[src/verilog/isaPkg.sv]
package isaPkg;

	// data and instruction word
	typedef logic [15:0] word_t;
	typedef logic [3:0] regAddr_t;
	typedef logic [9:0] memAddr_t;
	// offset inside the I/O window
	typedef logic [3:0] portAddr_t;
	typedef logic [7:0] imm_t;

	typedef enum logic [3:0] {
		ADD,
		ADDI,
		SUB,
		SUBI,
		AND,
		OR,
		XOR,
		MOV,
		MOVI,
		LSHI,
		CMP,
		LOAD,
		STOR,
		BEQ,
		BLT,
		HALT
	} opcode_t;

	// instruction fields
	localparam int OPC_HI = 15;
	localparam int OPC_LO = 12;
	localparam int RDEST_HI = 11;
	localparam int RDEST_LO = 8;
	localparam int RSRC_HI = 7;
	localparam int RSRC_LO = 4;
	localparam int IMM_HI = 7;
	localparam int IMM_LO = 0;

	// stores from here up to the top of RAM go to the output port
	localparam memAddr_t IO_BASE = 10'h3F0;
	localparam int RAM_WORDS = 1024;

endpackage

[src/verilog/portWriter.sv]
module portWriter
	import isaPkg::*;
(
	input logic Clk,
	input logic arstN,
	input logic portLoad,
	input portAddr_t portAddrIn,
	input word_t portDataIn,
	output logic portBusy,
	output logic outValid,
	input logic outReady,
	output portAddr_t outAddr,
	output word_t outData
);

	// the FSM only loads while the holder is empty
	always_ff @(posedge Clk or negedge arstN) begin
		if (!arstN) begin
			outValid <= 1'b0;
		end else if (portLoad) begin
			outValid <= 1'b1;
		end else if (outReady) begin
			outValid <= 1'b0;
		end
	end

	always_ff @(posedge Clk) begin
		if (portLoad) begin
			outAddr <= portAddrIn;
			outData <= portDataIn;
		end
	end

	assign portBusy = outValid;

endmodule

[config.mk]
export PLATFORM = sky130hd
export DESIGN_NAME = portWriter
export DESIGN_NICKNAME = d
export VERILOG_FILES = /design/src/verilog/isaPkg.sv /design/src/verilog/portWriter.sv
export SDC_FILE = /design/constraint.sdc
export NUM_CORES = 1
export LEC_CHECK = 0
export ABC_AREA = 1
export BUFFER_PORTS_ARGS = -buffer_cell sky130_fd_sc_hd__buf_2
export CORE_AREA = 5 5 50 52
export CTS_BUF_LIST = sky130_fd_sc_hd__clkbuf_8
export DETAILED_ROUTE_END_ITERATION = 8
export DIE_AREA = 0 0 55 57
export GPL_TIMING_DRIVEN = 0
export PLACE_DENSITY_LB_ADDON = 0.1
export SLEW_MARGIN = 30
export SYNTH_ARGS = -nofsm -noshare
export SYNTH_HDL_FRONTEND = slang
export SYNTH_SLANG_ARGS = --single-unit
[constraint.sdc]
create_clock -name Clk -period 0.8 [get_ports Clk]
set_input_delay 0.12 -clock Clk [delete_from_list [all_inputs] [get_ports Clk]]
set_output_delay 0.12 -clock Clk [all_outputs]
set_load 0.01 [all_outputs]
After elaboration in Yosys (flattened, before gate mapping)
Cells that the tools add are included.
- muxes and demuxes: 2
- reductions and logical operators: 1
- operator list (kind ; number):
    two-way mux 1 bit ; 2
    nonzero test 2 bit ; 1
- output and inout port bits: 22
- register bits: 21
- input bits: 24

Longest topological paths before layout
- word-level depth: 2
- gate-level depth with buffers: 3
- depth with buffers taken out: 3

Worst setup path before layout
Ideal clock, no wire load.
- path type: reg-to-output
- start: reg outValid
- end: out portBusy
- cell stages (with the launch flop): 2
- arrival: 0.552 ns
- path buffers: 1
- setup slack: 0.128 ns
- required time: 0.680 ns
- cells stage by stage: dfrtp_1 > buf_4
- RTL lines (item ; RTL line ; RTL):
    from (decl) ; portWriter.sv:10 ; output logic outValid,
    from (signal assigned) ; portWriter.sv:19 ; outValid <= 1'b0;
    from (signal assigned) ; portWriter.sv:21 ; outValid <= 1'b1;
    from (signal assigned) ; portWriter.sv:23 ; outValid <= 1'b0;
    to (decl) ; portWriter.sv:9 ; output logic portBusy,
No word-level cell between the ends.

Final worst setup path
- start: reg outValid
- end: out portBusy
No word-level cell between the ends.

==> flow_summary.ini <==
[cells_and_area]
syn2layout_area_growth_pct = 50.2
drive_gt1_share_pct = 64.5
mostFrequentLayoutCell = buf_2
n_antenna_cell = 0
layout.cells.non_filler = 104
fin_nets = 101
most-common-layout-cells = buf_2 (44), edfxtp_1 (20), inv_1 (3), clkbuf_8 (3)

[logic_synthesis]
syn_area_um2 = 648
ys.warnings.count = 0
ys_seq_area_share_pct = 96.5
mappedNetlistNets = 50
yosysUniqueCellTypes = 5
postSynthAreaPerCell_um2 = 24.9
syn_inst = 26
ys_ff_latch = 21

[placed_design]
finalWeightedCongestion = 0.567
io_buffers = 45
dp_hpwl_um = 954
place_ws_ns = -0.0667
dp.cells = 99

[worst_setup_path]
critPathKind = register to output pin
cp-end-kind = output pin
reg2reg_depth = 2
critPathRequiredTime_ns = 0.68
worstPathCellList = buf_6 > buf_6
cp_slowest_stage_delay_ns = 0.40
crit_path_frequent_cell = buf_6
worstSetupStartpoint = outValid$_DFFE_PN0P_
crit_path_max_fanout = 3
startpoint_type = register
crit_arrival_ns = 0.88
critPathSlowestCell = dfrtp_1
r2r-start = outValid$_DFFE_PN0P_

[clock_tree]
clockBufferDepth = 2
cts_buffers = 3
clkSinkCount = 21
clk_latency_ns = 0.25
tritoncts = yes
path_clk_slew_ns = 0.07
root_buffer = clkbuf_8
post_cts_buffers = 0
h-tree-depth = 1

[timing]
maxSlewViolCount = 0
clock-skew-final_ns = 0
tightestPinTransition_ns = 0.434
fin_ws_ns = -0.199
setup_violations = 22
period_minus_slack_ns = 0.999
max-slew-margin-rel_pct = 71.0
max_freq_ghz = 1.00
setup_tns_ns = -1.72
rsz0062_at_grt = true
hold_viol = 0
min_period_over_period_pct = 125
holdWs_ns = 0.0407

[routing]
routedWlPerCell_um = 11.6
vias_per_cell = 3.78
drc_errors = 0
drt_iter0_drc = 2
wl_um = 1210
vias = 393
firstDrtPassIters = 2
postRouteAntennaNets = 0

[floorplan]
core_area_mm2 = 0.00206
ios = 46
dieArea_mm2 = 0.00314
fp.dieH_um = 57
die_w_um = 55
fp-row-count = 17
start_util_pct = 31.4

[global_routing]
grt_max_degree = 22
antenna_found_initial = 0
grt_usage_pct = 8.56
grt_pass1_wl_um = 1860
grt-ovfl-total = 0
grt_pass1_vias = 416

[flow_run]
maxCapViolCount = 0

[status]
violations = negative setup slack
status = finished with violations

[power_and_ir_drop]
power.density_mw_per_mm2 = 2240
power_leakage_nw = 0.438
ir_worst_vdd_mv = 1.28

[min_path]
hold_class = input port to register
hold_path_depth = 1
hp-start = portAddrIn[0]
[flip-flops by register name, summed over array words and instances (netlist names)]
register	count
outAddr	4
outValid	1
outData	16
[through the flow]
stage | utilization, % | area [um^2] | total power [mW]
after floorplan | - | 648 | 1.41
after global placement | 44.0 | 908 | 1.56
after detailed placement | 44.0 | 908 | 1.56
after CTS | 47.2 | 973 | 2.21
after global routing | 47.2 | 973 | 2.29
final | 47.2 | 973 | 2.18
[synth_stat cells]
cell type	number	share of area (%)
edfxtp_1	20	93
inv_1	2	1.2
nand2_1	2	1.2
buf_4	1	1.2
dfrtp_1	1	3.9
[cells by family after synthesis]
group                  count (synthesis)  share of synthesized area, %
AND/OR/NAND/NOR                        2                          1.16
buffers and inverters                  3                          2.32
flip-flops                            21                          96.5
[final cells by class]
class	instances	area (um^2)
fillers	202	1090
flip-flops and latches	21	626
repair buffers	46	241
clock buffers	3	41.3
well taps	28	35.0
plain buffers	1	11.3
multi-input cells	2	7.51
inverters	2	7.51
clock inverters	1	3.75
[final timing paths]
path / endpoint / slack, ns
worst max-delay path: portBusy / -0.20
worst min-delay path: outAddr[0]$_DFFE_PP_ / 0.04
worst max register to register: outValid$_DFFE_PN0P_ / 0.17
worst min register to register: outValid$_DFFE_PN0P_ / 0.53
max in group asynchronous: outValid$_DFFE_PN0P_ / 0.53
min in group asynchronous: outValid$_DFFE_PN0P_ / 0.19
[report_power, final]
group / leakage (nW) / switching, mW / internal (mW) / total [mW]
combinational: 0.205 / 0.113 / 0.110 / 0.222
sequential: 0.207 / 0.0193 / 1.30 / 1.32
clock: 0.0269 / 0.298 / 0.340 / 0.639
total: 0.438 / 0.430 / 1.75 / 2.18
[layer usage]
| metal | vias to the layer above | track usage [%] | part of all wire (%) |
|---|---|---|---|
| met3 | 0 | 3.92 | 12 |
| met4 | 0 | 3.13 | 0 |
| li1 | 195 | - | - |
| met5 | - | 0 | 0 |
| met2 | 24 | 16.0 | 56 |
| met1 | 174 | 7.48 | 32 |
[worst max-delay path: cells and delay by family (launching register included)]
kind | cells | cell delay, ns
buffers and inverters | 2 | 0.23
DFF | 1 | 0.40
[what timing repair did]
action,CTS,global route
setup endpoints to repair,22,22
hold endpoints to repair,1,0
hold buffers,1,0
resized for setup,2,0
pin swaps,0,0
cloned,0,0
Note: power is estimated with default switching activity, not from simulation.
