$ cat src/verilog/isaPkg.sv
package isaPkg;

	// data and instruction word
	typedef logic [15:0] word_t;
	typedef logic [3:0] regAddr_t;
	typedef logic [9:0] memAddr_t;
	// offset inside the I/O window
	typedef logic [3:0] portAddr_t;
	typedef logic [7:0] imm_t;

	typedef enum logic [3:0] {
		ADD,
		ADDI,
		SUB,
		SUBI,
		AND,
		OR,
		XOR,
		MOV,
		MOVI,
		LSHI,
		CMP,
		LOAD,
		STOR,
		BEQ,
		BLT,
		HALT
	} opcode_t;

	// instruction fields
	localparam int OPC_HI = 15;
	localparam int OPC_LO = 12;
	localparam int RDEST_HI = 11;
	localparam int RDEST_LO = 8;
	localparam int RSRC_HI = 7;
	localparam int RSRC_LO = 4;
	localparam int IMM_HI = 7;
	localparam int IMM_LO = 0;

	// stores from here up to the top of RAM go to the output port
	localparam memAddr_t IO_BASE = 10'h3F0;
	localparam int RAM_WORDS = 1024;

endpackage

$ cat src/verilog/programLoader.sv
module programLoader
	import isaPkg::*;
(
	input logic Clk,
	input logic arstN,
	input logic inValid,
	output logic inReady,
	input word_t inData,
	input logic inLast,
	output logic loadWe,
	output memAddr_t loadAddr,
	output word_t loadData,
	output logic start
);

	logic accept;

	assign accept = inValid && inReady;

	// each accepted word is written on the same edge
	assign loadWe = accept;
	assign loadData = inData;

	always_ff @(posedge Clk or negedge arstN) begin
		if (!arstN) begin
			inReady <= 1'b1;
			loadAddr <= '0;
			start <= 1'b0;
		end else begin
			start <= accept && inLast;
			if (accept) begin
				loadAddr <= loadAddr + 1'b1;
				// input stays closed once the program is in
				if (inLast) begin
					inReady <= 1'b0;
				end
			end
		end
	end

endmodule

$ cat config.mk
export PLATFORM = sky130hd
export DESIGN_NAME = programLoader
export DESIGN_NICKNAME = d
export VERILOG_FILES = /design/src/verilog/isaPkg.sv /design/src/verilog/programLoader.sv
export SDC_FILE = /design/constraint.sdc
export NUM_CORES = 1
export LEC_CHECK = 0
export ABC_AREA = 1
export BUFFER_PORTS_ARGS = -buffer_cell sky130_fd_sc_hd__buf_2
export CAP_MARGIN = 20
export CELL_PAD_IN_SITES_DETAIL_PLACEMENT = 1
export CELL_PAD_IN_SITES_GLOBAL_PLACEMENT = 1
export CORE_UTILIZATION = 27
export CTS_BUF_LIST = sky130_fd_sc_hd__clkbuf_16
export DETAILED_ROUTE_END_ITERATION = 12
export PLACE_DENSITY_LB_ADDON = 0.1
export REMOVE_ABC_BUFFERS = 1
export SKIP_CTS_REPAIR_TIMING = 1
export SYNTH_ARGS = -nofsm -noshare
export SYNTH_HDL_FRONTEND = slang
export SYNTH_SLANG_ARGS = --single-unit
$ cat constraint.sdc
create_clock -name Clk -period 1.34 [get_ports Clk]
set_input_delay 0.134 -clock Clk [delete_from_list [all_inputs] [get_ports Clk]]
set_output_delay 0.134 -clock Clk [all_outputs]
set_load 0.01 [all_outputs]
* Word level (Yosys, flattened, before mapping)
Cells that the tools add are included.
** Word-level totals
- Logic and storage cells :: 7
- Output and inout bits :: 29
- Flip-flop bits (word level) :: 12
- Input bits :: 20
** Operators by class
- $add $sub $neg :: 1
- Reductions and logical operators :: 3
** Operator list (count)
- $add A10 B1 Y10 const B :: 1
- $logic_and A1 B1 Y1 :: 2
- $reduce_and A2 Y1 :: 1

* Logic depth before layout (Yosys ltp)
- Word-level depth :: 2
- Depth in mapped cells :: 7
- Depth with buffers taken out :: 7

* Worst setup path after synthesis
No wires, ideal clock.
- Kind :: flip-flop to flip-flop
- From :: register loadAddr[0]
- To :: register loadAddr[6]
- Library setup time :: 127 ps
- Cell stages (with the launch flop) :: 6
- Setup slack :: 173 ps
- Path buffers :: 0
- Arrival time :: 1040 ps
- Data required time :: 1213 ps
- Period minus slack after synthesis :: 1167 ps
- Cell sequence :: dfrtp_1 ha_1 nand3_2 nor2_4 nand2_2 xnor2_2
** Between the ends
- Word-level cells in the longest chain between the ends :: 1
** RTL lines
- start: declaration :: line programLoader.sv:11 : output memAddr_t loadAddr,
- start signal: assignment :: line programLoader.sv:32 : loadAddr <= loadAddr + 1'b1;
- $add A10 B1 Y10 :: line programLoader.sv:32
No other way between the ends.
A chain may end at the register's enable or synchronous reset.

* Worst setup path in the final report
- From :: register inReady
- To :: output loadWe
** Between the ends
- Word-level cells in the longest chain between the ends :: 1
** RTL lines
- start: declaration :: line programLoader.sv:7 : output logic inReady,
- start signal: assignment :: line programLoader.sv:26 : inReady <= 1'b1;
- start signal: assignment :: line programLoader.sv:35 : inReady <= 1'b0;
- $logic_and A1 B1 Y1 :: line programLoader.sv:18 : assign accept = inValid && inReady;
- end: declaration :: line programLoader.sv:10 : output logic loadWe,
No other way between the ends.

==> tab_implementation.tex <==
\begin{tabular}{lr}
\hline
Metric & Value \\
\hline
\multicolumn{2}{l}{\textbf{STA}} \\
Setup repair after global routing missed its margin & no \\
Setup Total Neg Slack & 0 ps \\
Max Freq & 0.801 GHz \\
Layout Skew & 3.11 ps \\
Transition time of the tightest slew-check pin & 291 ps \\
Post-layout minimum cycle time & 1250 ps \\
Crit share post-route & 0.931 \\
Max-slew headroom & 0.806 \\
Final setup margin & 91.9 ps \\
Max-slew violation total from the final report & 0 \\
\# setup viols final & 0 \\
Hold Vio Cnt, Final & 0 \\
\multicolumn{2}{l}{\textbf{Critical path}} \\
List of cells traversed by the critical path & nand2\_2 -> inv\_1 -> buf\_2 \\
Element type at the critical path start & register \\
Startpoint of the worst-slack reg-to-reg timing path & loadAddr[0] \\
Worst R2R Path Depth & 5 \\
Flop-to-flop setup slack & 120 ps \\
Family with the most delay on the worst path & flip-flops \\
Critical Path Fanout Max & 5 \\
Reg2Reg Capture Point & loadAddr[6] \\
Critical Path Sink Type & primary output \\
CP Data Arrival Time & 1110 ps \\
Required @ worst endpoint & 1210 ps \\
Crit Path Class & reg2out \\
Cell with the largest stage delay on the worst path & sky130\_fd\_sc\_hd\_\_dfstp\_2 \\
Critical path buffers and inverters & 2 \\
Biggest cell delay along the critical path & 580 ps \\
\multicolumn{2}{l}{\textbf{Layout}} \\
Nets & 106 \\
Layout Cells excl Fill & 114 \\
Growth of design area from synthesis to finish & 12.5\% \\
Layout cell share with drive strength beyond 1 & 0.357 \\
Final design utilization & 0.322 \\
Antenna cells & 0 \\
\multicolumn{2}{l}{\textbf{Power}} \\
Switch Pwr & 380 µW \\
Maximum resistive drop on vdd & 0.619 mV \\
Clock power frac & 0.425 \\
Comb pwr share & 0.180 \\
Internal power & 936 µW \\
Part of the power in registers & 0.395 \\
Power per standard cell area & 1650 nW/µm² \\
Total leakage power & 0.435 nW \\
Switching share of total power & 0.289 \\
\multicolumn{2}{l}{\textbf{Yosys}} \\
Top-count cell post-synth & sky130\_fd\_sc\_hd\_\_nand2\_1 \\
Dominant cells by area after synthesis & sky130\_fd\_sc\_hd\_\_dfrtp\_1 39\%, sky130\_fd\_sc\_hd\_\_buf\_4 17\%, sky130\_fd\_sc\_hd\_\_nand2\_1 9.0\% \\
Top cell type by total area after synthesis & sky130\_fd\_sc\_hd\_\_dfrtp\_1 \\
Mapped cell area & 708 µm² \\
Synth async-reset ratio & 1.00 \\
Top\_reg\_cell synth & sky130\_fd\_sc\_hd\_\_dfrtp\_1 \\
Proportion of synthesized chip area in sequential cells & 0.426 \\
Leading cell types by count after synthesis & 17 x sky130\_fd\_sc\_hd\_\_nand2\_1, 16 x sky130\_fd\_sc\_hd\_\_buf\_4, 11 x sky130\_fd\_sc\_hd\_\_dfrtp\_1, 11 x sky130\_fd\_sc\_hd\_\_inv\_1 \\
Average cell area after synthesis & 8.96 µm² \\
Number of standard cells after synthesis & 79 \\
Post-synth cell types & 16 \\
Count of yosys warnings during synthesis & 0 \\
Synthesis-stage register bit count & 12 \\
Portion of synthesized cell area occupied by the leading cell type & 0.389 \\
Number of flops mapped to enable cells by yosys & 0 \\
\multicolumn{2}{l}{\textbf{Placement}} \\
Post-detailed-placement half-perimeter wirelength & 1270 µm \\
Final weighted congestion in routability-driven placement & 0.672 \\
Worst slack after detailed placement & 98.6 ps \\
Count of port buffers added during placement & 16 \\
Number of placed cells counting well taps & 109 \\
\multicolumn{2}{l}{\textbf{Floorplan}} \\
Die area & 2830 µm² \\
Core footprint & 2480 µm² \\
Count of boundary I/O pins & 49 \\
Die boundary height & 53.2 µm \\
Width of the die & 53.2 µm \\
Initial core utilization & 0.286 \\
Num rows & 18 \\
\multicolumn{2}{l}{\textbf{Route}} \\
TritonRoute pass-1 iters & 1 \\
1st-iter DRT viols & 0 \\
Drc violations & 0 \\
WL final & 1700 µm \\
Routed length per instance & 14.9 µm \\
Number of vias per cell after detailed routing & 4.50 \\
Routed Antenna Nets & 0 \\
Detailed-route via count & 513 \\
\multicolumn{2}{l}{\textbf{CTS}} \\
TritonCTS clock tree & done \\
Clock Tree Buf Depth & 2 \\
Clock latency on the worst-skew pair & 240 ps \\
Sinks on Clock Net & 12 \\
Clock-pin slew reported for the worst setup and hold paths after clock tree synthesis & 40 ps \\
CTS H-Tree Depth & 1 \\
Number of buffers created by CTS & 3 \\
Buffer type at the clock tree root & sky130\_fd\_sc\_hd\_\_clkbuf\_16 \\
\multicolumn{2}{l}{\textbf{Min path}} \\
Worst hold start & inLast \\
Hold Crit Depth & 3 \\
Worst hold endpoint & start \\
Hold Crit Class & in2reg \\
\multicolumn{2}{l}{\textbf{Job}} \\
Number of max-capacitance violations reported & 0 \\
\multicolumn{2}{l}{\textbf{Status}} \\
Outcome & finished clean \\
\multicolumn{2}{l}{\textbf{GRT}} \\
Vias in the first global route & 525 \\
Total overflow reported by the global router & 0 \\
Wire length of the first global-routing pass & 2600 µm \\
Gr usage total & 0.142 \\
Maximum number of pins on one net before global-route repair & 13 \\
Antenna violations before repair & 0 \\
\hline
\end{tabular}
-- metal layers --
metal | global-route usage | wire length (µm)
met1 | 0.158 | 690
met2 | 0.183 | 730
met3 | 0.109 | 241
met4 | 0.0921 | 40
met5 | 0 | 0
-- cells in the final DEF, fill, tap and decap left out --
cell type,n
sky130_fd_sc_hd__nor2_4,2
sky130_fd_sc_hd__nand2_1,16
sky130_fd_sc_hd__nand3_1,2
sky130_fd_sc_hd__nand2_2,3
sky130_fd_sc_hd__nand4_1,3
sky130_fd_sc_hd__ha_1,1
sky130_fd_sc_hd__inv_1,12
sky130_fd_sc_hd__nand3_2,3
sky130_fd_sc_hd__dfrtp_1,11
sky130_fd_sc_hd__buf_2,16
sky130_fd_sc_hd__xor2_1,2
sky130_fd_sc_hd__xnor2_1,3
sky130_fd_sc_hd__dfstp_2,1
sky130_fd_sc_hd__clkbuf_16,3
sky130_fd_sc_hd__xnor2_2,1
sky130_fd_sc_hd__dlygate4sd3_1,1
sky130_fd_sc_hd__inv_2,1
sky130_fd_sc_hd__nor2_1,3
-- cell type report --
cell class,count,area (µm²)
Clock buffer,3,75.1
Clock inverter,1,3.75
Fill cell,298,1680
Inverter,12,45.0
Multi-Input combinational cell,39,244
Sequential cell,12,302
Tap cell,30,37.5
Timing Repair Buffer,17,90.1
-- per-stage QoR --
step / hold WS (ps) / cell area [µm²] / total power [mW]
finish: 121 / 797 / 1.32
global route: 137 / 797 / 1.39
CTS: -218 / 785 / 1.33
detailed placement: 39.2 / 706 / 0.768
global placement: 42.2 / 706 / 0.765
floorplan: -162 / 588 / 0.646
-- power groups by stage --
stage          clock network, mW  logic, mW  registers [mW]
4_1_cts                    0.569      0.241           0.524
3_5_place_dp                   0      0.239           0.529
3_3_place_gp                   0      0.241           0.525
5_1_grt                    0.592      0.271           0.530
6_report                   0.559      0.237           0.520
2_1_floorplan                  0      0.105           0.541
-- state kept, by name, indices dropped and copies added, names as in the netlist --
name and cells:
start 1, loadAddr 10, inReady 1
-- cells by family after synthesis --
family | after synthesis | synth area share
buffers and inverters | 28 | 0.233
adder cells (fa/ha/maj) | 1 | 0.0177
flip-flops | 12 | 0.426
AND/OR/NAND/NOR | 32 | 0.239
XOR/XNOR | 6 | 0.0848
-- worst max-delay path by stage --
stage | startpoint | to | slack [ps] | depth (start not counted)
2_1_floorplan | loadAddr[0] | loadAddr[6] | 170 | 5
3_5_place_dp | loadAddr[0] | loadAddr[6] | 100 | 5
4_1_cts | inReady | loadWe | 20 | 3
5_1_grt | inReady | loadWe | 40 | 3
3_3_place_gp | loadAddr[0] | loadAddr[6] | 120 | 5
6_report | inReady | loadWe | 90 | 3
-- worst reg2reg max path: stages, from the launching register on --
cell	delay [ps]
sky130_fd_sc_hd__dfrtp_1	420
sky130_fd_sc_hd__ha_1	190
sky130_fd_sc_hd__nand3_2	110
sky130_fd_sc_hd__nor2_4	160
sky130_fd_sc_hd__nand2_2	80
sky130_fd_sc_hd__xnor2_2	130
Power figures use the tool's default switching activity.
