--- src/verilog/isaPkg.sv ---
package isaPkg;

	// data and instruction word
	typedef logic [15:0] word_t;
	typedef logic [3:0] regAddr_t;
	typedef logic [9:0] memAddr_t;
	// offset inside the I/O window
	typedef logic [3:0] portAddr_t;
	typedef logic [7:0] imm_t;

	typedef enum logic [3:0] {
		ADD,
		ADDI,
		SUB,
		SUBI,
		AND,
		OR,
		XOR,
		MOV,
		MOVI,
		LSHI,
		CMP,
		LOAD,
		STOR,
		BEQ,
		BLT,
		HALT
	} opcode_t;

	// instruction fields
	localparam int OPC_HI = 15;
	localparam int OPC_LO = 12;
	localparam int RDEST_HI = 11;
	localparam int RDEST_LO = 8;
	localparam int RSRC_HI = 7;
	localparam int RSRC_LO = 4;
	localparam int IMM_HI = 7;
	localparam int IMM_LO = 0;

	// stores from here up to the top of RAM go to the output port
	localparam memAddr_t IO_BASE = 10'h3F0;
	localparam int RAM_WORDS = 1024;

endpackage

--- src/verilog/cpuCtrlPkg.sv ---
package cpuCtrlPkg;

	import isaPkg::*;

	typedef enum logic [2:0] {
		IDLE,
		FETCH,
		DECODE,
		EXEC,
		MEMRD,
		MEMWAIT,
		PORTWAIT,
		HALTED
	} cpuState_t;

	// writeback source
	typedef logic [1:0] loadSel_t;
	localparam loadSel_t SEL_ALU = 2'd0;
	localparam loadSel_t SEL_RAM = 2'd1;
	localparam loadSel_t SEL_IMM = 2'd2;

	// next pc source
	typedef logic [1:0] pcSel_t;
	localparam pcSel_t PC_INC = 2'd0;
	localparam pcSel_t PC_DISP = 2'd1;
	localparam pcSel_t PC_REG = 2'd2;

	typedef logic [4:0] flags_t;
	localparam int FLAG_C = 4;
	localparam int FLAG_L = 3;
	localparam int FLAG_F = 2;
	localparam int FLAG_Z = 1;
	localparam int FLAG_N = 0;

	// the ALU is steered straight by the opcode
	typedef opcode_t aluOp_t;

endpackage

--- src/verilog/execUnit.sv ---
module execUnit
	import isaPkg::*;
	import cpuCtrlPkg::*;
(
	input logic Clk,
	input logic arstN,
	input imm_t imm,
	input logic signedImm,
	input logic immSel,
	input aluOp_t aluOp,
	input word_t rdestOut,
	input word_t rsrcOut,
	input word_t ramQ,
	input loadSel_t loadSel,
	input logic flagsEn,
	output word_t load,
	output flags_t flags,
	output word_t extImm
);

	word_t srcOp;
	word_t srcEff;
	word_t aluOut;
	logic [16:0] sum;
	logic isSub;
	logic ovf;
	flags_t nextFlags;

	assign extImm = signedImm ? {{8{imm[7]}}, imm} : {8'h00, imm};
	assign srcOp = immSel ? extImm : rsrcOut;

	// subtract as add of the inverted operand plus one
	assign isSub = (aluOp == SUB) || (aluOp == SUBI) || (aluOp == CMP);
	assign srcEff = isSub ? ~srcOp : srcOp;
	assign sum = {1'b0, rdestOut} + {1'b0, srcEff} + {16'd0, isSub};
	assign ovf = (rdestOut[15] == srcEff[15]) && (sum[15] != rdestOut[15]);

	always_comb begin
		case (aluOp)
			ADD, ADDI, SUB, SUBI, CMP: aluOut = sum[15:0];
			AND: aluOut = rdestOut & srcOp;
			OR: aluOut = rdestOut | srcOp;
			XOR: aluOut = rdestOut ^ srcOp;
			MOV: aluOut = srcOp;
			LSHI: aluOut = rdestOut << srcOp[3:0];
			default: aluOut = '0;
		endcase
	end

	always_comb begin
		nextFlags[FLAG_C] = sum[16];
		nextFlags[FLAG_L] = rdestOut < srcOp;
		nextFlags[FLAG_F] = ovf;
		nextFlags[FLAG_Z] = sum[15:0] == '0;
		// true sign, so after CMP this is a signed less-than
		nextFlags[FLAG_N] = sum[15] ^ ovf;
	end

	always_ff @(posedge Clk or negedge arstN) begin
		if (!arstN) begin
			flags <= '0;
		end else if (flagsEn) begin
			flags <= nextFlags;
		end
	end

	always_comb begin
		case (loadSel)
			SEL_ALU: load = aluOut;
			SEL_RAM: load = ramQ;
			SEL_IMM: load = extImm;
			default: load = '0;
		endcase
	end

endmodule

--- config.mk ---
export PLATFORM = sky130hd
export DESIGN_NAME = execUnit
export DESIGN_NICKNAME = d
export VERILOG_FILES = /design/src/verilog/isaPkg.sv /design/src/verilog/cpuCtrlPkg.sv /design/src/verilog/execUnit.sv
export SDC_FILE = /design/constraint.sdc
export NUM_CORES = 1
export LEC_CHECK = 0
export BUFFER_PORTS_ARGS = -buffer_cell sky130_fd_sc_hd__buf_2
export CORE_UTILIZATION = 46
export CTS_BUF_LIST = sky130_fd_sc_hd__clkbuf_8
export CTS_CLUSTER_SIZE = 28
export DETAILED_ROUTE_END_ITERATION = 8
export MAX_ROUTING_LAYER = met4
export PLACE_DENSITY = 0.77
export SLEW_MARGIN = 20
export SYNTH_ARGS = -nofsm -noshare
export SYNTH_HDL_FRONTEND = slang
export SYNTH_SLANG_ARGS = --single-unit
--- constraint.sdc ---
create_clock -name Clk -period 3.3 [get_ports Clk]
set_input_delay 0.165 -clock Clk [delete_from_list [all_inputs] [get_ports Clk]]
set_output_delay 0.165 -clock Clk [all_outputs]
set_load 0.005 [all_outputs]
# == After elaboration in Yosys (flattened, before gate mapping) ==
# Cells that the tools add are included.
# word_totals
regBits,5
latchBits,0
ramBits,0
romBits,0
output_inout_bits,37
elab_cells,35
n_memories,0
# op_classes
add_sub_neg,2
multipliers,0
div_mod_pow,0
magnitude_cmp,1
eq_ne,13
shifts,1
n_mux,5
bitwise_logic,5
reduce_logical,7
# ops
op,n
$pmux W16 S6,1
$mux W16,3
$pmux W16 S3,1
$add A16 B16 Y17,1
$add A17 B1 Y17,1
$and A16 B16 Y16,1
$eq A4 B3 Y1 const B,4
$logic_not A16 Y1,1
$lt A16 B16 Y1,1
$not A16 Y16,1
$or A16 B16 Y16,1
$shl A16 B4 Y16,1
$xor A16 B16 Y16,1
$eq A4 B2 Y1 const B,2
$eq A4 B4 Y1 const B,2
$reduce_or A5 Y1,1
$eq A4 B1 Y1 const B,1
$logic_not A4 Y1,1
$eq A2 B1 Y1 const B,1
$eq A2 B2 Y1 const B,1
$logic_not A2 Y1,1
$logic_or A1 B1 Y1,2
$eq A1 B1 Y1,1
$logic_and A1 B1 Y1,1
other kinds (2),2

# == Longest topological paths before layout ==
# depth
ltp_word,9
ltp_mapped,16
depth_no_buf,13

# == Worst setup path after synthesis ==
# No wires, ideal clock.
# synth_timing
path_type,input to register
startpoint,in aluOp[2] (netlist bit)
endpoint,reg flags[1]
setup_time_ps,66
arrival_ps,3648
slack_ps,-414
stages,14
path_cell_list,clkbuf_1 nand2b_1 nand2b_1 clkbuf_1 clkbuf_1 xnor2_1 ha_1 o21a_1 o21ai_0 a21oi_2 or3_1 a2111oi_2 o2111a_1 a22o_1
# synth_via
elab_chain_len,7
elab_cells_between_ends,9
# synth_lines
item,line_no,text
"start, declared",execUnit.sv:10,"input aluOp_t aluOp,"
$eq A4 B2 Y1,execUnit.sv:33,assign isSub = (aluOp == SUB) || (aluOp == SUBI) || (aluOp == CMP);
$logic_or A1 B1 Y1,execUnit.sv:33,
$logic_or A1 B1 Y1 *,execUnit.sv:33,
$mux W16,execUnit.sv:34,assign srcEff = isSub ? ~srcOp : srcOp;
$add A16 B16 Y17,execUnit.sv:35,"assign sum = {1'b0, rdestOut} + {1'b0, srcEff} + {16'd0, isSub};"
$add A17 B1 Y17 *,execUnit.sv:35,
$logic_not A16 Y1 *,execUnit.sv:54,nextFlags[FLAG_Z] = sum[15:0] == '0;
"end signal, assigned",execUnit.sv:63,flags <= nextFlags;
"end, declared",execUnit.sv:17,"output flags_t flags,"
# Mark *: on every way between the ends. The rest lies on a longest branch, timed or not.
# A chain may end at the register's enable or synchronous reset.

# == Worst setup path in the final report ==
# layout_timing
startpoint,in immSel
endpoint,out load[13]
# layout_via
elab_chain_len,7
elab_cells_between_ends,11
# layout_lines
item,line_no,text
"start, declared",execUnit.sv:9,"input logic immSel,"
$mux W16 *,execUnit.sv:30,assign srcOp = immSel ? extImm : rsrcOut;
$not A16 Y16,execUnit.sv:34,
$mux W16,execUnit.sv:34,
$add A16 B16 Y17,execUnit.sv:35,
$add A17 B1 Y17,execUnit.sv:35,
$pmux W16 S6 *,execUnit.sv:39,case (aluOp)
$pmux W16 S3 *,execUnit.sv:68,case (loadSel)
"end, declared",execUnit.sv:16,"output word_t load,"
# Marks and branches as above.

==> impl_metrics.py <==
metrics = {
    "worst_setup_path": {
        "critical_path_class": "primary input to output pin",
        "critical_path_buf_inv_count": 4,
        "cp.arrival_ps": 3060,
        "cp_slowest_cell": "ha_1",
        "worstPathCellList": "clkbuf_4 > buf_6 > mux2i_4 > inv_1 > xnor2_1 > ha_1 > o21a_1 > o21bai_1 > o21bai_4 > a21oi_4 > o211a_4 > o21a_1 > o31a_1 > o21ai_1 > buf_2",
        "startpoint_type": "primary input",
        "path_max_fanout": 5,
        "cp_data_required_time_ps": 3130,
        "endpoint_kind": "output pin",
        "cpMostUsedCell": "o21a_1",
        "slowest_delay_ps": 290,
        "critPathTopFamily": "compound AO/OA/AOI/OAI gates",
    },
    "routing": {
        "vias": 4674,
        "postRouteAntennaNets": 0,
        "drc": 1,
        "firstDrtPassIters": 8,
        "wl_per_cell_microns": 18.5,
        "drt_iter0_markers": 377,
        "via_per_inst": 6.23,
        "drt_wl_total_microns": 13900,
    },
    "floorplan": {
        "die_y_microns": 96.5,
        "start_util": 0.473,
        "dieArea_sq_um": 9310,
        "die_width_microns": 96.5,
        "std_cell_rows": 34,
        "num_io_pins": 104,
        "core_area_sq_um": 8680,
    },
    "timing": {
        "fmax_ghz": 0.310,
        "slew_viol_final": 0,
        "tns_ps": 0,
        "setup_violations": 0,
        "fin_skew_ps": 0,
        "timing.final.crit_period_ps": 3230,
        "maxSlewHeadroom": 0.499,
        "period_share": 0.978,
        "hold_violations": 0,
        "tightest_slew_ps": 750,
        "whs_ps": 202,
    },
    "clocking": {
        "cts_tree": "yes",
        "cts-root-buf": "clkbuf_8",
        "cts.clk_slew.worst_paths_ps": 40,
        "cts.sinks": 5,
        "cts.path.max_buffers": 2,
        "numCtsBuffers": 3,
        "clk_latency_ps": 220,
        "htree_num_levels": 1,
    },
    "run_status": {
        "violations": "design-rule violations",
        "status": "finished with violations",
    },
    "layout": {
        "reg_top3": "flags: 5 flops",
        "multi_input_area_sq_um": 3620,
        "final_nets": 779,
        "largest_register": "flags",
        "seq_area_sq_um": 125,
        "largest_reg_flops": 5,
        "area_growth_pct": 21.0,
        "drive_gt1_frac": 0.290,
        "fill_cells": 790,
        "antenna_cells": 0,
        "stdcell_count": 750,
    },
    "synthesis": {
        "synth_nets": 681,
        "synth_area_sq_um": 4110,
        "synth_top_flop_cell": "dfrtp_1",
        "synth.most_common_cell": "ha_1",
        "synthArstFlopShare": 1.00,
        "synth_cell_type_count": 68,
        "ys_ff_latch": 5,
        "synth_top_area_share": 0.207,
        "synth_area_leader_cell": "ha_1",
        "synth.avg_cell_area_sq_um": 7.53,
        "ys.warnings.count": 0,
        "ys_seq_area_frac": 0.0305,
        "synth_cells": 545,
        "synth-edff-count": 0,
        "synthTopCellsByArea": "ha_1, mux4_2, mux2i_1",
        "netlist_top_cells_count": "ha_1, inv_1, o21ai_0, nand2_1, a21oi_1",
    },
    "job": {
        "drv_cap": 0,
    },
    "placement": {
        "place_inst": 743,
        "gp_congestion": 1.02,
        "dp_hpwl_microns": 11200,
        "portBuffers": 103,
    },
    "hold_path": {
        "hold_path_class": "primary input to flip-flop",
    },
    "pwr": {
        "cellLeakagePower_nw": 2.44,
        "vdd_ir_drop_max_uv": 164,
        "power_density_nw_per_um2": 244,
    },
    "global_routing": {
        "grt_pass1_vias": 4014,
        "grt_pass1_wl_microns": 20900,
        "grt_max_degree": 38,
        "antenna_found_initial": 0,
        "track_usage": 0.301,
        "gr-total-overflow": 0,
    },
}
[cell usage in the layout, fill, tap and decap left out, types with 3 or more instances in the layout]
cell type  count
dfrtp_1        5
mux2i_4        3
o21ai_1        5
o21bai_1       5
buf_2        102
nor2b_1       10
a211o_1        3
a211oi_1      12
nand3_1       13
nor3_1         6
nor4_1         3
inv_1         57
nand4_1        3
ha_1          67
nand2b_1       4
and2_1         3
a221oi_1       4
o21ai_0       36
clkbuf_8       3
a22oi_1       11
or3_1          6
a31oi_1        3
buf_4         33
mux4_2        17
a2111oi_2      4
a21oi_1       37
a21o_1         5
mux2i_1       22
o211ai_1       4
o22ai_1        7
nand2_1       38
o221ai_1       4
nor2_1        35
xnor2_1       19
o21ai_2        3
[layer usage]
layer / track usage / wire [microns]
met5: - / 0
met4: 0.0699 / 340
met3: 0.0391 / 1160
met2: 0.499 / 6420
met1: 0.389 / 5980
[layout make-up]
cell class | instances | area share
Clock buffer | 3 | 0.00831
Clock inverter | 1 | 0.000756
Inverter | 57 | 0.0431
Multi-Input combinational cell | 436 | 0.729
Sequential cell | 5 | 0.0252
Tap cell | 108 | 0.0272
Timing Repair Buffer | 140 | 0.166
[report_power, final]
part	leakage (nW)	internal [mW]	total [mW]	switching [mW]
Clock	0.0269	0.0799	0.112	0.0321
Sequential	0.0615	0.0713	0.0774	0.00619
Combinational	2.35	0.446	1.02	0.575
[cell families after synthesis]
family                     after synthesis  share of synthesized area
AOI/OAI and AO/OA                      165                      0.267
xor gates and xnor gates                22                     0.0469
adders and majority gates               69                      0.212
buffers and inverters                  104                      0.114
DFF                                      5                     0.0305
muxes                                   45                      0.166
and+or+nand+nor                        135                      0.164
[through the flow]
stage	util	setup WS, ps	area [sq um]	total power [mW]
after floorplan	-	72.1	4110	0.718
after global placement	0.551	-282	4780	1.01
after detailed placement	0.551	-320	4780	1.03
after CTS	0.562	5.59	4880	1.16
after global routing	0.572	-91.7	4970	1.31
final	0.572	73.2	4970	1.21
[repair_timing]
action | CTS | global route
resized for setup | 9 | 17
pin swaps | 0 | 5
buffers inserted | 0 | 2
endpoints found under the setup margin | 7 | 9
hold endpoints to repair | 5 | 0
hold buffers | 1 | 0
[path summary, 6_finish.rpt]
| kind | start | depth (start not counted) | slack [ps] | to |
|---|---|---|---|---|
| setup / recovery | immSel | 15 | 70 | load[13] |
| hold / removal | flagsEn | 2 | 200 | flags[0] |
| setup reg to reg | flags[2] | 1 | 2500 | flags[2] |
| hold reg to reg | flags[2] | 1 | 520 | flags[2] |
| max in group asynchronous | arstN | 2 | 2850 | flags[2] |
| min in group asynchronous | arstN | 2 | 300 | flags[4] |
Note: power is estimated with default switching activity, not from simulation.
