--- src/verilog/isaPkg.sv ---
package isaPkg;

	// data and instruction word
	typedef logic [15:0] word_t;
	typedef logic [3:0] regAddr_t;
	typedef logic [9:0] memAddr_t;
	// offset inside the I/O window
	typedef logic [3:0] portAddr_t;
	typedef logic [7:0] imm_t;

	typedef enum logic [3:0] {
		ADD,
		ADDI,
		SUB,
		SUBI,
		AND,
		OR,
		XOR,
		MOV,
		MOVI,
		LSHI,
		CMP,
		LOAD,
		STOR,
		BEQ,
		BLT,
		HALT
	} opcode_t;

	// instruction fields
	localparam int OPC_HI = 15;
	localparam int OPC_LO = 12;
	localparam int RDEST_HI = 11;
	localparam int RDEST_LO = 8;
	localparam int RSRC_HI = 7;
	localparam int RSRC_LO = 4;
	localparam int IMM_HI = 7;
	localparam int IMM_LO = 0;

	// stores from here up to the top of RAM go to the output port
	localparam memAddr_t IO_BASE = 10'h3F0;
	localparam int RAM_WORDS = 1024;

endpackage

--- src/verilog/cpuCtrlPkg.sv ---
package cpuCtrlPkg;

	import isaPkg::*;

	typedef enum logic [2:0] {
		IDLE,
		FETCH,
		DECODE,
		EXEC,
		MEMRD,
		MEMWAIT,
		PORTWAIT,
		HALTED
	} cpuState_t;

	// writeback source
	typedef logic [1:0] loadSel_t;
	localparam loadSel_t SEL_ALU = 2'd0;
	localparam loadSel_t SEL_RAM = 2'd1;
	localparam loadSel_t SEL_IMM = 2'd2;

	// next pc source
	typedef logic [1:0] pcSel_t;
	localparam pcSel_t PC_INC = 2'd0;
	localparam pcSel_t PC_DISP = 2'd1;
	localparam pcSel_t PC_REG = 2'd2;

	typedef logic [4:0] flags_t;
	localparam int FLAG_C = 4;
	localparam int FLAG_L = 3;
	localparam int FLAG_F = 2;
	localparam int FLAG_Z = 1;
	localparam int FLAG_N = 0;

	// the ALU is steered straight by the opcode
	typedef opcode_t aluOp_t;

endpackage

--- src/verilog/programCounter.sv ---
module programCounter
	import isaPkg::*;
	import cpuCtrlPkg::*;
(
	input logic Clk,
	input logic arstN,
	input logic pcEn,
	input pcSel_t pcSel,
	input logic ramAddrSel,
	input word_t extImm,
	input word_t rsrcOut,
	output word_t pc,
	output memAddr_t coreAddr
);

	always_ff @(posedge Clk or negedge arstN) begin
		if (!arstN) begin
			pc <= '0;
		end else if (pcEn) begin
			case (pcSel)
				PC_INC: pc <= pc + 1'b1;
				// pc already points past the branch here
				PC_DISP: pc <= pc + extImm;
				PC_REG: pc <= rsrcOut;
				default: pc <= pc;
			endcase
		end
	end

	// RAM core port address, register for LOAD/STOR
	assign coreAddr = ramAddrSel ? memAddr_t'(rsrcOut) : memAddr_t'(pc);

endmodule

--- config.mk ---
export PLATFORM = sky130hd
export DESIGN_NAME = programCounter
export DESIGN_NICKNAME = d
export VERILOG_FILES = /design/src/verilog/isaPkg.sv /design/src/verilog/cpuCtrlPkg.sv /design/src/verilog/programCounter.sv
export SDC_FILE = /design/constraint.sdc
export NUM_CORES = 1
export LEC_CHECK = 0
export ABC_AREA = 1
export BUFFER_PORTS_ARGS = -buffer_cell sky130_fd_sc_hd__buf_2
export CAP_MARGIN = 5
export CELL_PAD_IN_SITES_DETAIL_PLACEMENT = 2
export CELL_PAD_IN_SITES_GLOBAL_PLACEMENT = 2
export CORE_ASPECT_RATIO = 0.75
export CORE_MARGIN = 4
export CORE_UTILIZATION = 28
export DETAILED_ROUTE_END_ITERATION = 12
export PLACE_DENSITY = 0.88
export RECOVER_POWER = 50
export SETUP_SLACK_MARGIN = 0.15
export SLEW_MARGIN = 20
export SYNTH_ARGS = -nofsm -noshare
export SYNTH_HDL_FRONTEND = slang
export SYNTH_SLANG_ARGS = --single-unit
--- constraint.sdc ---
create_clock -name Clk -period 4.7 [get_ports Clk]
set_input_delay 0.47 -clock Clk [delete_from_list [all_inputs] [get_ports Clk]]
set_output_delay 0.47 -clock Clk [all_outputs]
set_load 0.02 [all_outputs]
* After elaboration in Yosys (flattened, before gate mapping)
Index checks and enable logic that the tools add are counted.
Word-level totals: flip-flop bits (word level) 16, output and inout port bits 26, logic and storage cells 10
Operators by class: $add $sub $neg 2, equal/unequal tests 2, mux-type cells 2, reductions and logical operators 3
Operators by type and width (count):
- 16-bit case mux with 3 select lines | 1
- 16-bit by 1-bit adder with 16-bit output (second input constant) | 1
- 16-bit adder | 1
- 10-bit two-way mux | 1
- 3-bit nonzero test | 1
- 2-bit by 1-bit == test with 1-bit output (second input constant) | 1
- 2-bit == test (second input constant) | 1
- 2-bit zero test | 1
- 2-bit AND reduction | 1

* Longest topological paths before layout
Gate-level depths: netlist (run 1).
word-level depth 3, gate-level depth with buffers 16

* Least setup slack after synthesis (run 1)
Ideal clock, no wire load.
path kind in2reg, start input port pcSel[0], end register pc[8], library setup time 0.116 ns, arrival time 2.170 ns, path slack 2.414 ns, cell stages on the path 15, path buffers 0, cell sequence inv_2 -> nor2_2 -> inv_1 -> or2_2 -> ha_1 -> fa_1 -> nand2_1 -> nand2_1 -> and2_4 -> nand2_2 -> nand2_2 -> xnor2_1 -> nand2_1 -> nand2_1 -> nand2_1
On the way: cells in the longest elaborated chain, start to end 3, elaborated cells between the ends (all ways) 6
RTL lines:
- start: declaration | RTL line programCounter.sv:8 | input pcSel_t pcSel,
- 2-bit == test, or another cell as far along | RTL line programCounter.sv:20 | case (pcSel)
- 3-bit nonzero test (no source line)
- 2-bit AND reduction (no source line)
- end signal: assignment | RTL line programCounter.sv:21 | PC_INC: pc <= pc + 1'b1;
- end signal: assignment | RTL line programCounter.sv:23 | PC_DISP: pc <= pc + extImm;
- end signal: assignment | RTL line programCounter.sv:24 | PC_REG: pc <= rsrcOut;
- end: declaration | RTL line programCounter.sv:12 | output word_t pc,
Several ways; a longest one is shown, not always the timed one. A chain may end at the register's enable or synchronous reset.

* Worst setup path after layout (run 1)
start input port pcSel[0], end register pc[14]
Same word-level chain as after synthesis.

==> results.sh, run 1 <==
export IMPL_fp_dieH_um=81.80
export IMPL_cts_tree="built"
export IMPL_viasPerCell=4.657
export IMPL_grt_usage_pct=19.86
export IMPL_synthDistinctLibCells=37
export IMPL_slowest_stage="fa_1"
export IMPL_ff2ff_setup_slack_ns=2.70
export IMPL_gp_congestion=0.8048
export IMPL_post_cts_buffers=0
export IMPL_arrival_ns=2.85
export IMPL_grt_pass1_wl_mm=13.73
export IMPL_hold_path_class="in -> async"
export IMPL_grt_max_degree=26
export IMPL_power_density_mw_per_mm2=346.7
export IMPL_irDropWorstVdd_mv=0.1137
export IMPL_routedWlPerCell_um=16.60
export IMPL_die_x_um=106.4
export IMPL_required_ns=4.85
export IMPL_numCtsBuffers=3
export IMPL_outcome="finished, final reports clean"
export IMPL_setup_tns_ns=0
export IMPL_fmax_mhz=370.1
export IMPL_firstDrtPassIters=4
export IMPL_die_area_mm2=0.008703
export IMPL_worst_path_most_repeated_cell="nand2_1"
export IMPL_yosysSeqAreaShare_pct=19.69
export IMPL_top_register="pc"
export IMPL_routed_wl_mm=8.269
export IMPL_nets=455
export IMPL_clockPowerShare_pct=15.3
export IMPL_clock_skew_ns=0.005838
export IMPL_ant_nets=0
export IMPL_io_buffers=63
export IMPL_synth_warning_count=0
export IMPL_n_fill_cell=933
export IMPL_mappedNetlistNets=394
export IMPL_fin_crit_ns=2.702
export IMPL_setup_violations=0
export IMPL_worst_pin_slew_ns=1.006
export IMPL_top_usage_layer="met2"
export IMPL_use_met3_pct=1.178
export IMPL_grt_pass1_vias=2678
export IMPL_crit_path_end_kind="flop"
export IMPL_finalCritPeriodShare_pct=57.48
export IMPL_mappedNetlistArea_mm2=0.002033
export IMPL_drc_errors=0
export IMPL_worst_path_largest_cell_delay_ns=0.39
export IMPL_clk_pin_slew_ns=0.08
export IMPL_cp_cell_sequence="buf_2 > inv_2 > nor2_2 > inv_1 > or2_2 > ha_1 > fa_1 > nand2_1 > nand2_1 > nand3b_1 > nand2_2 > nand2_1 > nand2_1 > nand2_1 > nand3_1 > nand2_1 > nand2_1"
export IMPL_grt_use_met1_pct=26.94
export IMPL_gr_total_overflow=0
export IMPL_initial_core_util_pct=29.34
export IMPL_pwr_share_seq_pct=25.5
export IMPL_drive_gt1_share_pct=22.50
export IMPL_ctsHoldBuffers=0
export IMPL_n_antenna_cell=0
export IMPL_rsz0062_at_grt="no"
export IMPL_largestRegisters="pc: 16 flops"
export IMPL_core_mm2=0.006929
export IMPL_cp_start_kind="input port"
export IMPL_post_cts_resized=0
export IMPL_synth_edf_count=0
export IMPL_synth_flop_cell="dfrtp_1"
export IMPL_vias=2319
export IMPL_gr_usage_met2_pct=35.71
export IMPL_rows=26
export IMPL_ioPinCount=64
export IMPL_dpl_hpwl_mm=6.907
export IMPL_power_switching_w=0.0004398
export IMPL_intPower_w=0.0004148
export IMPL_rr_worst_depth=12
export IMPL_cts_buffer_depth=2
export IMPL_final_max_slew_viol_count=0
export IMPL_clock_latency_ns=0.26
export IMPL_cts_htree_levels=1
export IMPL_avgSynthCellArea_um2=5.980
export IMPL_area_growth_pct=21.23
export IMPL_cts_root_buf="clkbuf_8"
export IMPL_worst_path_max_fanout=15
export IMPL_switching_share_pct=51.46
export IMPL_p_comb_share_pct=59.2
export IMPL_syn_inst=340
export IMPL_cellLeakagePower_nw=1.469
export IMPL_synth_seq_cells=16
export IMPL_largest_reg_flops=16
export IMPL_antenna_found_initial=0
export IMPL_total_power_w=0.0008547
export IMPL_crit_type="in -> reg"
export IMPL_cts_sinks=16
export IMPL_slew_headroom_pct=32.95
export IMPL_drt_iter0_markers=77
export IMPL_hold_ws_ns=0.3512
export IMPL_cap_violations=0
export IMPL_async_reset_ff_share_pct=100.0
export IMPL_finalHoldViolCount=0
## kinds of logic (layout without fill, tap and decap cells)
logic type	Yosys count	in the layout	share of synthesized area, %
and+or+nand+nor	191	191	41.66
buffers and inverters	77	137	15.08
AOI/OAI and AO/OA	37	37	12.06
adders and majority gates	16	16	10.22
DFF	16	16	19.69
xor gates and xnor gates	3	3	1.293
## area by class of cell
cell class,count,area [µm²],area share [%]
multi-input cells,247,1326,53.81
flip-flops and latches,16,400.4,16.24
repair buffers,63,297.8,12.08
inverters,70,262.8,10.66
well taps,98,122.6,4.975
clock buffers,4,55.05,2.234
## worst max-delay path, delay by kind of cell
family / cells / cell delay [ns]
buf+inv: 3 / 0.44
simple gates: 12 / 1.34
fa+ha+maj: 2 / 0.60
## routing by layer
metal / vias to the layer above / routed length (µm)
li1: 1160 / -
met1: 1119 / 4035
met2: 36 / 3981
met3: 4 / 202
met4: 0 / 50
met5: - / 0
## cell usage after synthesis, types with 2 or more instances
master | instances | area (µm²)
nand2_1 | 102 | 382.9
inv_1 | 61 | 229.0
nor2_1 | 42 | 157.7
nand3_1 | 22 | 110.1
dfrtp_1 | 16 | 400.4
ha_1 | 15 | 187.7
nand2_2 | 11 | 68.82
a21oi_1 | 10 | 50.05
o21ai_0 | 10 | 50.05
inv_2 | 8 | 30.03
o21ai_1 | 6 | 30.03
nor3_2 | 3 | 30.03
o22ai_2 | 3 | 37.54
buf_2 | 2 | 10.01
buf_6 | 2 | 22.52
clkbuf_1 | 2 | 7.510
o211ai_2 | 2 | 25.02
o22ai_1 | 2 | 12.51
or2_2 | 2 | 12.51
xnor2_1 | 2 | 17.52
## power groups by stage
stage	Sequential (W)	Combinational [W]	Clock (W)
finish	0.000218	0.000506	0.000130
detailed placement	0.000219	0.000509	0
CTS	0.000217	0.000518	0.000134
floorplan	0.000249	0.000295	0
global route	0.000222	0.000561	0.000141
global placement	0.000217	0.000478	0
## final timing paths
kind                            start  endpoint
min in group Clk           rsrcOut[1]     pc[1]
max in group asynchronous       arstN     pc[6]
setup reg to reg                pc[0]    pc[14]
hold reg to reg                pc[13]    pc[13]
hold / removal                  arstN     pc[0]
setup / recovery             pcSel[0]    pc[14]
## cell usage in the layout, fill, tap and decap left out, types with 2 or more instances in the layout
master,count
inv_1,61
o21ai_1,6
o21ai_0,10
xnor2_1,2
nand2_1,102
buf_2,49
o211ai_2,2
dfrtp_1,16
nand2_2,11
clkbuf_8,4
o22ai_2,3
ha_1,15
nor3_2,3
a21oi_1,10
nand3_1,22
o22ai_1,2
or2_2,2
inv_2,8
nor2_1,42
clkbuf_1,14
## stage by stage
step / setup slack [ns] / std cells / cell area, µm² / utilization [%]
after floorplan: 2.414 / 340 / 2033 / -
after global placement: 1.950 / 494 / 2427 / 35.03
after detailed placement: 1.761 / 494 / 2427 / 35.03
after CTS: 1.981 / 498 / 2482 / 35.83
after global routing: 1.790 / 498 / 2465 / 35.57
final: 1.998 / 498 / 2465 / 35.57
Power figures use the tool's default switching activity.
==> run 2, diff against run 1 <==
--- a/config.mk
+++ b/config.mk
@@ -12,9 +12,9 @@
 export CELL_PAD_IN_SITES_GLOBAL_PLACEMENT = 2
 export CORE_ASPECT_RATIO = 0.75
 export CORE_MARGIN = 4
-export CORE_UTILIZATION = 28
+export CORE_UTILIZATION = 26
 export DETAILED_ROUTE_END_ITERATION = 12
-export PLACE_DENSITY = 0.88
+export PLACE_DENSITY = 0.83
 export RECOVER_POWER = 50
 export SETUP_SLACK_MARGIN = 0.15
 export SLEW_MARGIN = 20
==> constraint.sdc (replaced) <==
create_clock -name Clk -period 2.5 [get_ports Clk]
set_input_delay 0.25 -clock Clk [delete_from_list [all_inputs] [get_ports Clk]]
set_output_delay 0.25 -clock Clk [all_outputs]
set_load 0.02 [all_outputs]
==> run 2 against run 1 <==
Net effect: via count down 0.60%; largest cell class unchanged; non-clock buffer count up 2; combinational power up 83%; highest routed layer unchanged; setup slack worse by 1.7 ns; sequential share of layout area down 0.082 points.
==> results.sh, run 2 (synthesized netlist as in run 1, its figures left out) <==
export IMPL_finalHoldViolCount=0
export IMPL_drive_gt1_share_pct=22.44
export IMPL_cellLeakagePower_nw=1.472
export IMPL_hold_path_class="in -> reg"
export IMPL_fmax_mhz=464.0
export IMPL_gr_usage_met2_pct=28.63
export IMPL_cp_start_kind="input port"
export IMPL_slowest_stage="fa_1"
export IMPL_drt_iter0_markers=64
export IMPL_clock_latency_ns=0.25
export IMPL_drc_errors=0
export IMPL_fin_crit_ns=2.155
export IMPL_n_fill_cell=964
export IMPL_cap_violations=0
export IMPL_die_area_mm2=0.009314
export IMPL_grt_use_met1_pct=24.98
export IMPL_largestRegisters="pc: 16 flops"
export IMPL_setup_violations=0
export IMPL_final_max_slew_viol_count=0
export IMPL_clk_pin_slew_ns=0.07
export IMPL_firstDrtPassIters=4
export IMPL_crit_buf_inv=3
export IMPL_outcome="finished, final reports clean"
export IMPL_core_mm2=0.007466
export IMPL_post_cts_buffers=0
export IMPL_power_density_mw_per_mm2=620.1
export IMPL_crit_path_end_kind="flop"
export IMPL_cp_cell_sequence="buf_2 > inv_2 > nor2_4 > inv_1 > or2_2 > ha_1 > fa_1 > nand2_1 > nand2_1 > nand3b_1 > nand2_2 > nand2_1 > nand2_1 > nand2_1 > nand3_1 > nand2_1 > nand2_1"
export IMPL_cpLargestDelayFamily="simple AND/OR/NAND/NOR gates"
export IMPL_irDropWorstVdd_mv=0.2138
export IMPL_cp_depth=17
export IMPL_worst_path_most_repeated_cell="nand2_1"
export IMPL_final_common_cell="nand2_1"
export IMPL_cts_htree_levels=1
export IMPL_grt_max_degree=26
export IMPL_total_power_w=0.001536
export IMPL_ioPinCount=64
export IMPL_area_growth_pct=21.85
export IMPL_design_area_mm2=0.002477
export IMPL_ant_nets=0
export IMPL_viasPerCell=4.592
export IMPL_top_register="pc"
export IMPL_fp_dieH_um=84.59
export IMPL_numCtsBuffers=3
export IMPL_nets=457
export IMPL_routed_wl_mm=7.638
export IMPL_gp_congestion=0.7750
export IMPL_clock_skew_ns=0.003138
export IMPL_vias=2305
export IMPL_finalCritPeriodShare_pct=86.21
export IMPL_cts_buffer_depth=2
export IMPL_cts_tree="built"
export IMPL_routedWlPerCell_um=15.22
export IMPL_dpl_hpwl_mm=6.501
export IMPL_hold_ws_ns=0.2695
export IMPL_grt_usage_pct=17.48
export IMPL_setup_tns_ns=0
export IMPL_cts_sinks=16
export IMPL_cts_root_buf="clkbuf_8"
export IMPL_multi_input_area_mm2=0.001331
export IMPL_worst_pin_slew_ns=0.9543
export IMPL_slew_headroom_pct=36.38
export IMPL_arrival_ns=2.30
export IMPL_dp_slack_ns=0.08170
export IMPL_die_x_um=110.1
export IMPL_fin_ws_ns=0.3448
export IMPL_grt_pass1_vias=2585
export IMPL_largest_reg_flops=16
export IMPL_hold_depth=3
export IMPL_crit_type="in -> reg"
export IMPL_required_ns=2.64
export IMPL_rr_worst_depth=12
export IMPL_worst_path_max_fanout=3
export IMPL_rsz0062_at_grt="no"
export IMPL_gr_total_overflow=0
export IMPL_antenna_found_initial=0
export IMPL_io_buffers=63
export IMPL_rows=27
export IMPL_placed_cell_area_mm2=0.002439
export IMPL_grt_pass1_wl_mm=12.97
export IMPL_initial_core_util_pct=27.23
export IMPL_worst_path_largest_cell_delay_ns=0.40
export IMPL_n_antenna_cell=0
export IMPL_final_cell_mix="nand2_1, inv_1, buf_2"
export IMPL_use_met3_pct=1.307
export IMPL_seq_area_um2=400.4
export IMPL_top_usage_layer="met2"
## run 2: changes by cell type in the layout (fill, tap and decap cells not counted)
cell / before / now
nor2_4: 1 / 2
clkbuf_8: 4 / 3
nor2_2: 1 / 0
dlygate4sd3_1: 0 / 1
buf_4: 0 / 1
## run 2: worst min-delay path: cells and delay by family
kind,cells,cell delay [ns]
compound gates,1,0.09
buf+inv,1,0.09
simple gates,1,0.05
## run 2: report_power, final
group | switching [W] | internal (W)
Combinational | 0.000610 | 0.000314
Sequential | 0.0000840 | 0.000326
Clock | 0.0000952 | 0.000107
## run 2: timing repair
| action | 4_1_cts | 5_1_grt |
|---|---|---|
| setup endpoints to repair | 0 | 1 |
| endpoints found under the hold margin | 16 | 0 |
| hold buffers | 1 | 0 |
| gates resized for setup | 0 | 1 |
## run 2: metal layers
| layer | wire [µm] | part of all wire (%) |
|---|---|---|
| met1 | 3817 | 50 |
| met2 | 3516 | 46 |
| met3 | 241 | 3.2 |
| met4 | 62 | 0.81 |
| met5 | 0 | 0 |
## run 2: final timing paths
path | from | endpoint | slack, ns
max in group asynchronous | arstN | pc[12] | 1.25
min reg2reg | pc[14] | pc[14] | 0.53
min | rsrcOut[1] | pc[1] | 0.27
min in group asynchronous | arstN | pc[1] | 0.67
max reg2reg | pc[0] | pc[10] | 0.51
max | pcSel[0] | pc[10] | 0.34
## run 2: per-stage QoR
stage	instances	util, %
CTS	502	33.35
global placement	498	32.66
floorplan	340	-
global route	502	33.18
finish	502	33.18
detailed placement	498	32.66
## run 2: area by class of cell
type                            instances  share of cell area [%]
Sequential cell                        16                   16.16
Timing Repair Buffer                   65                   12.73
Multi-Input combinational cell        247                   53.74
Tap cell                              101                   5.101
Clock buffer                            3                   1.667
Inverter                               70                   10.61
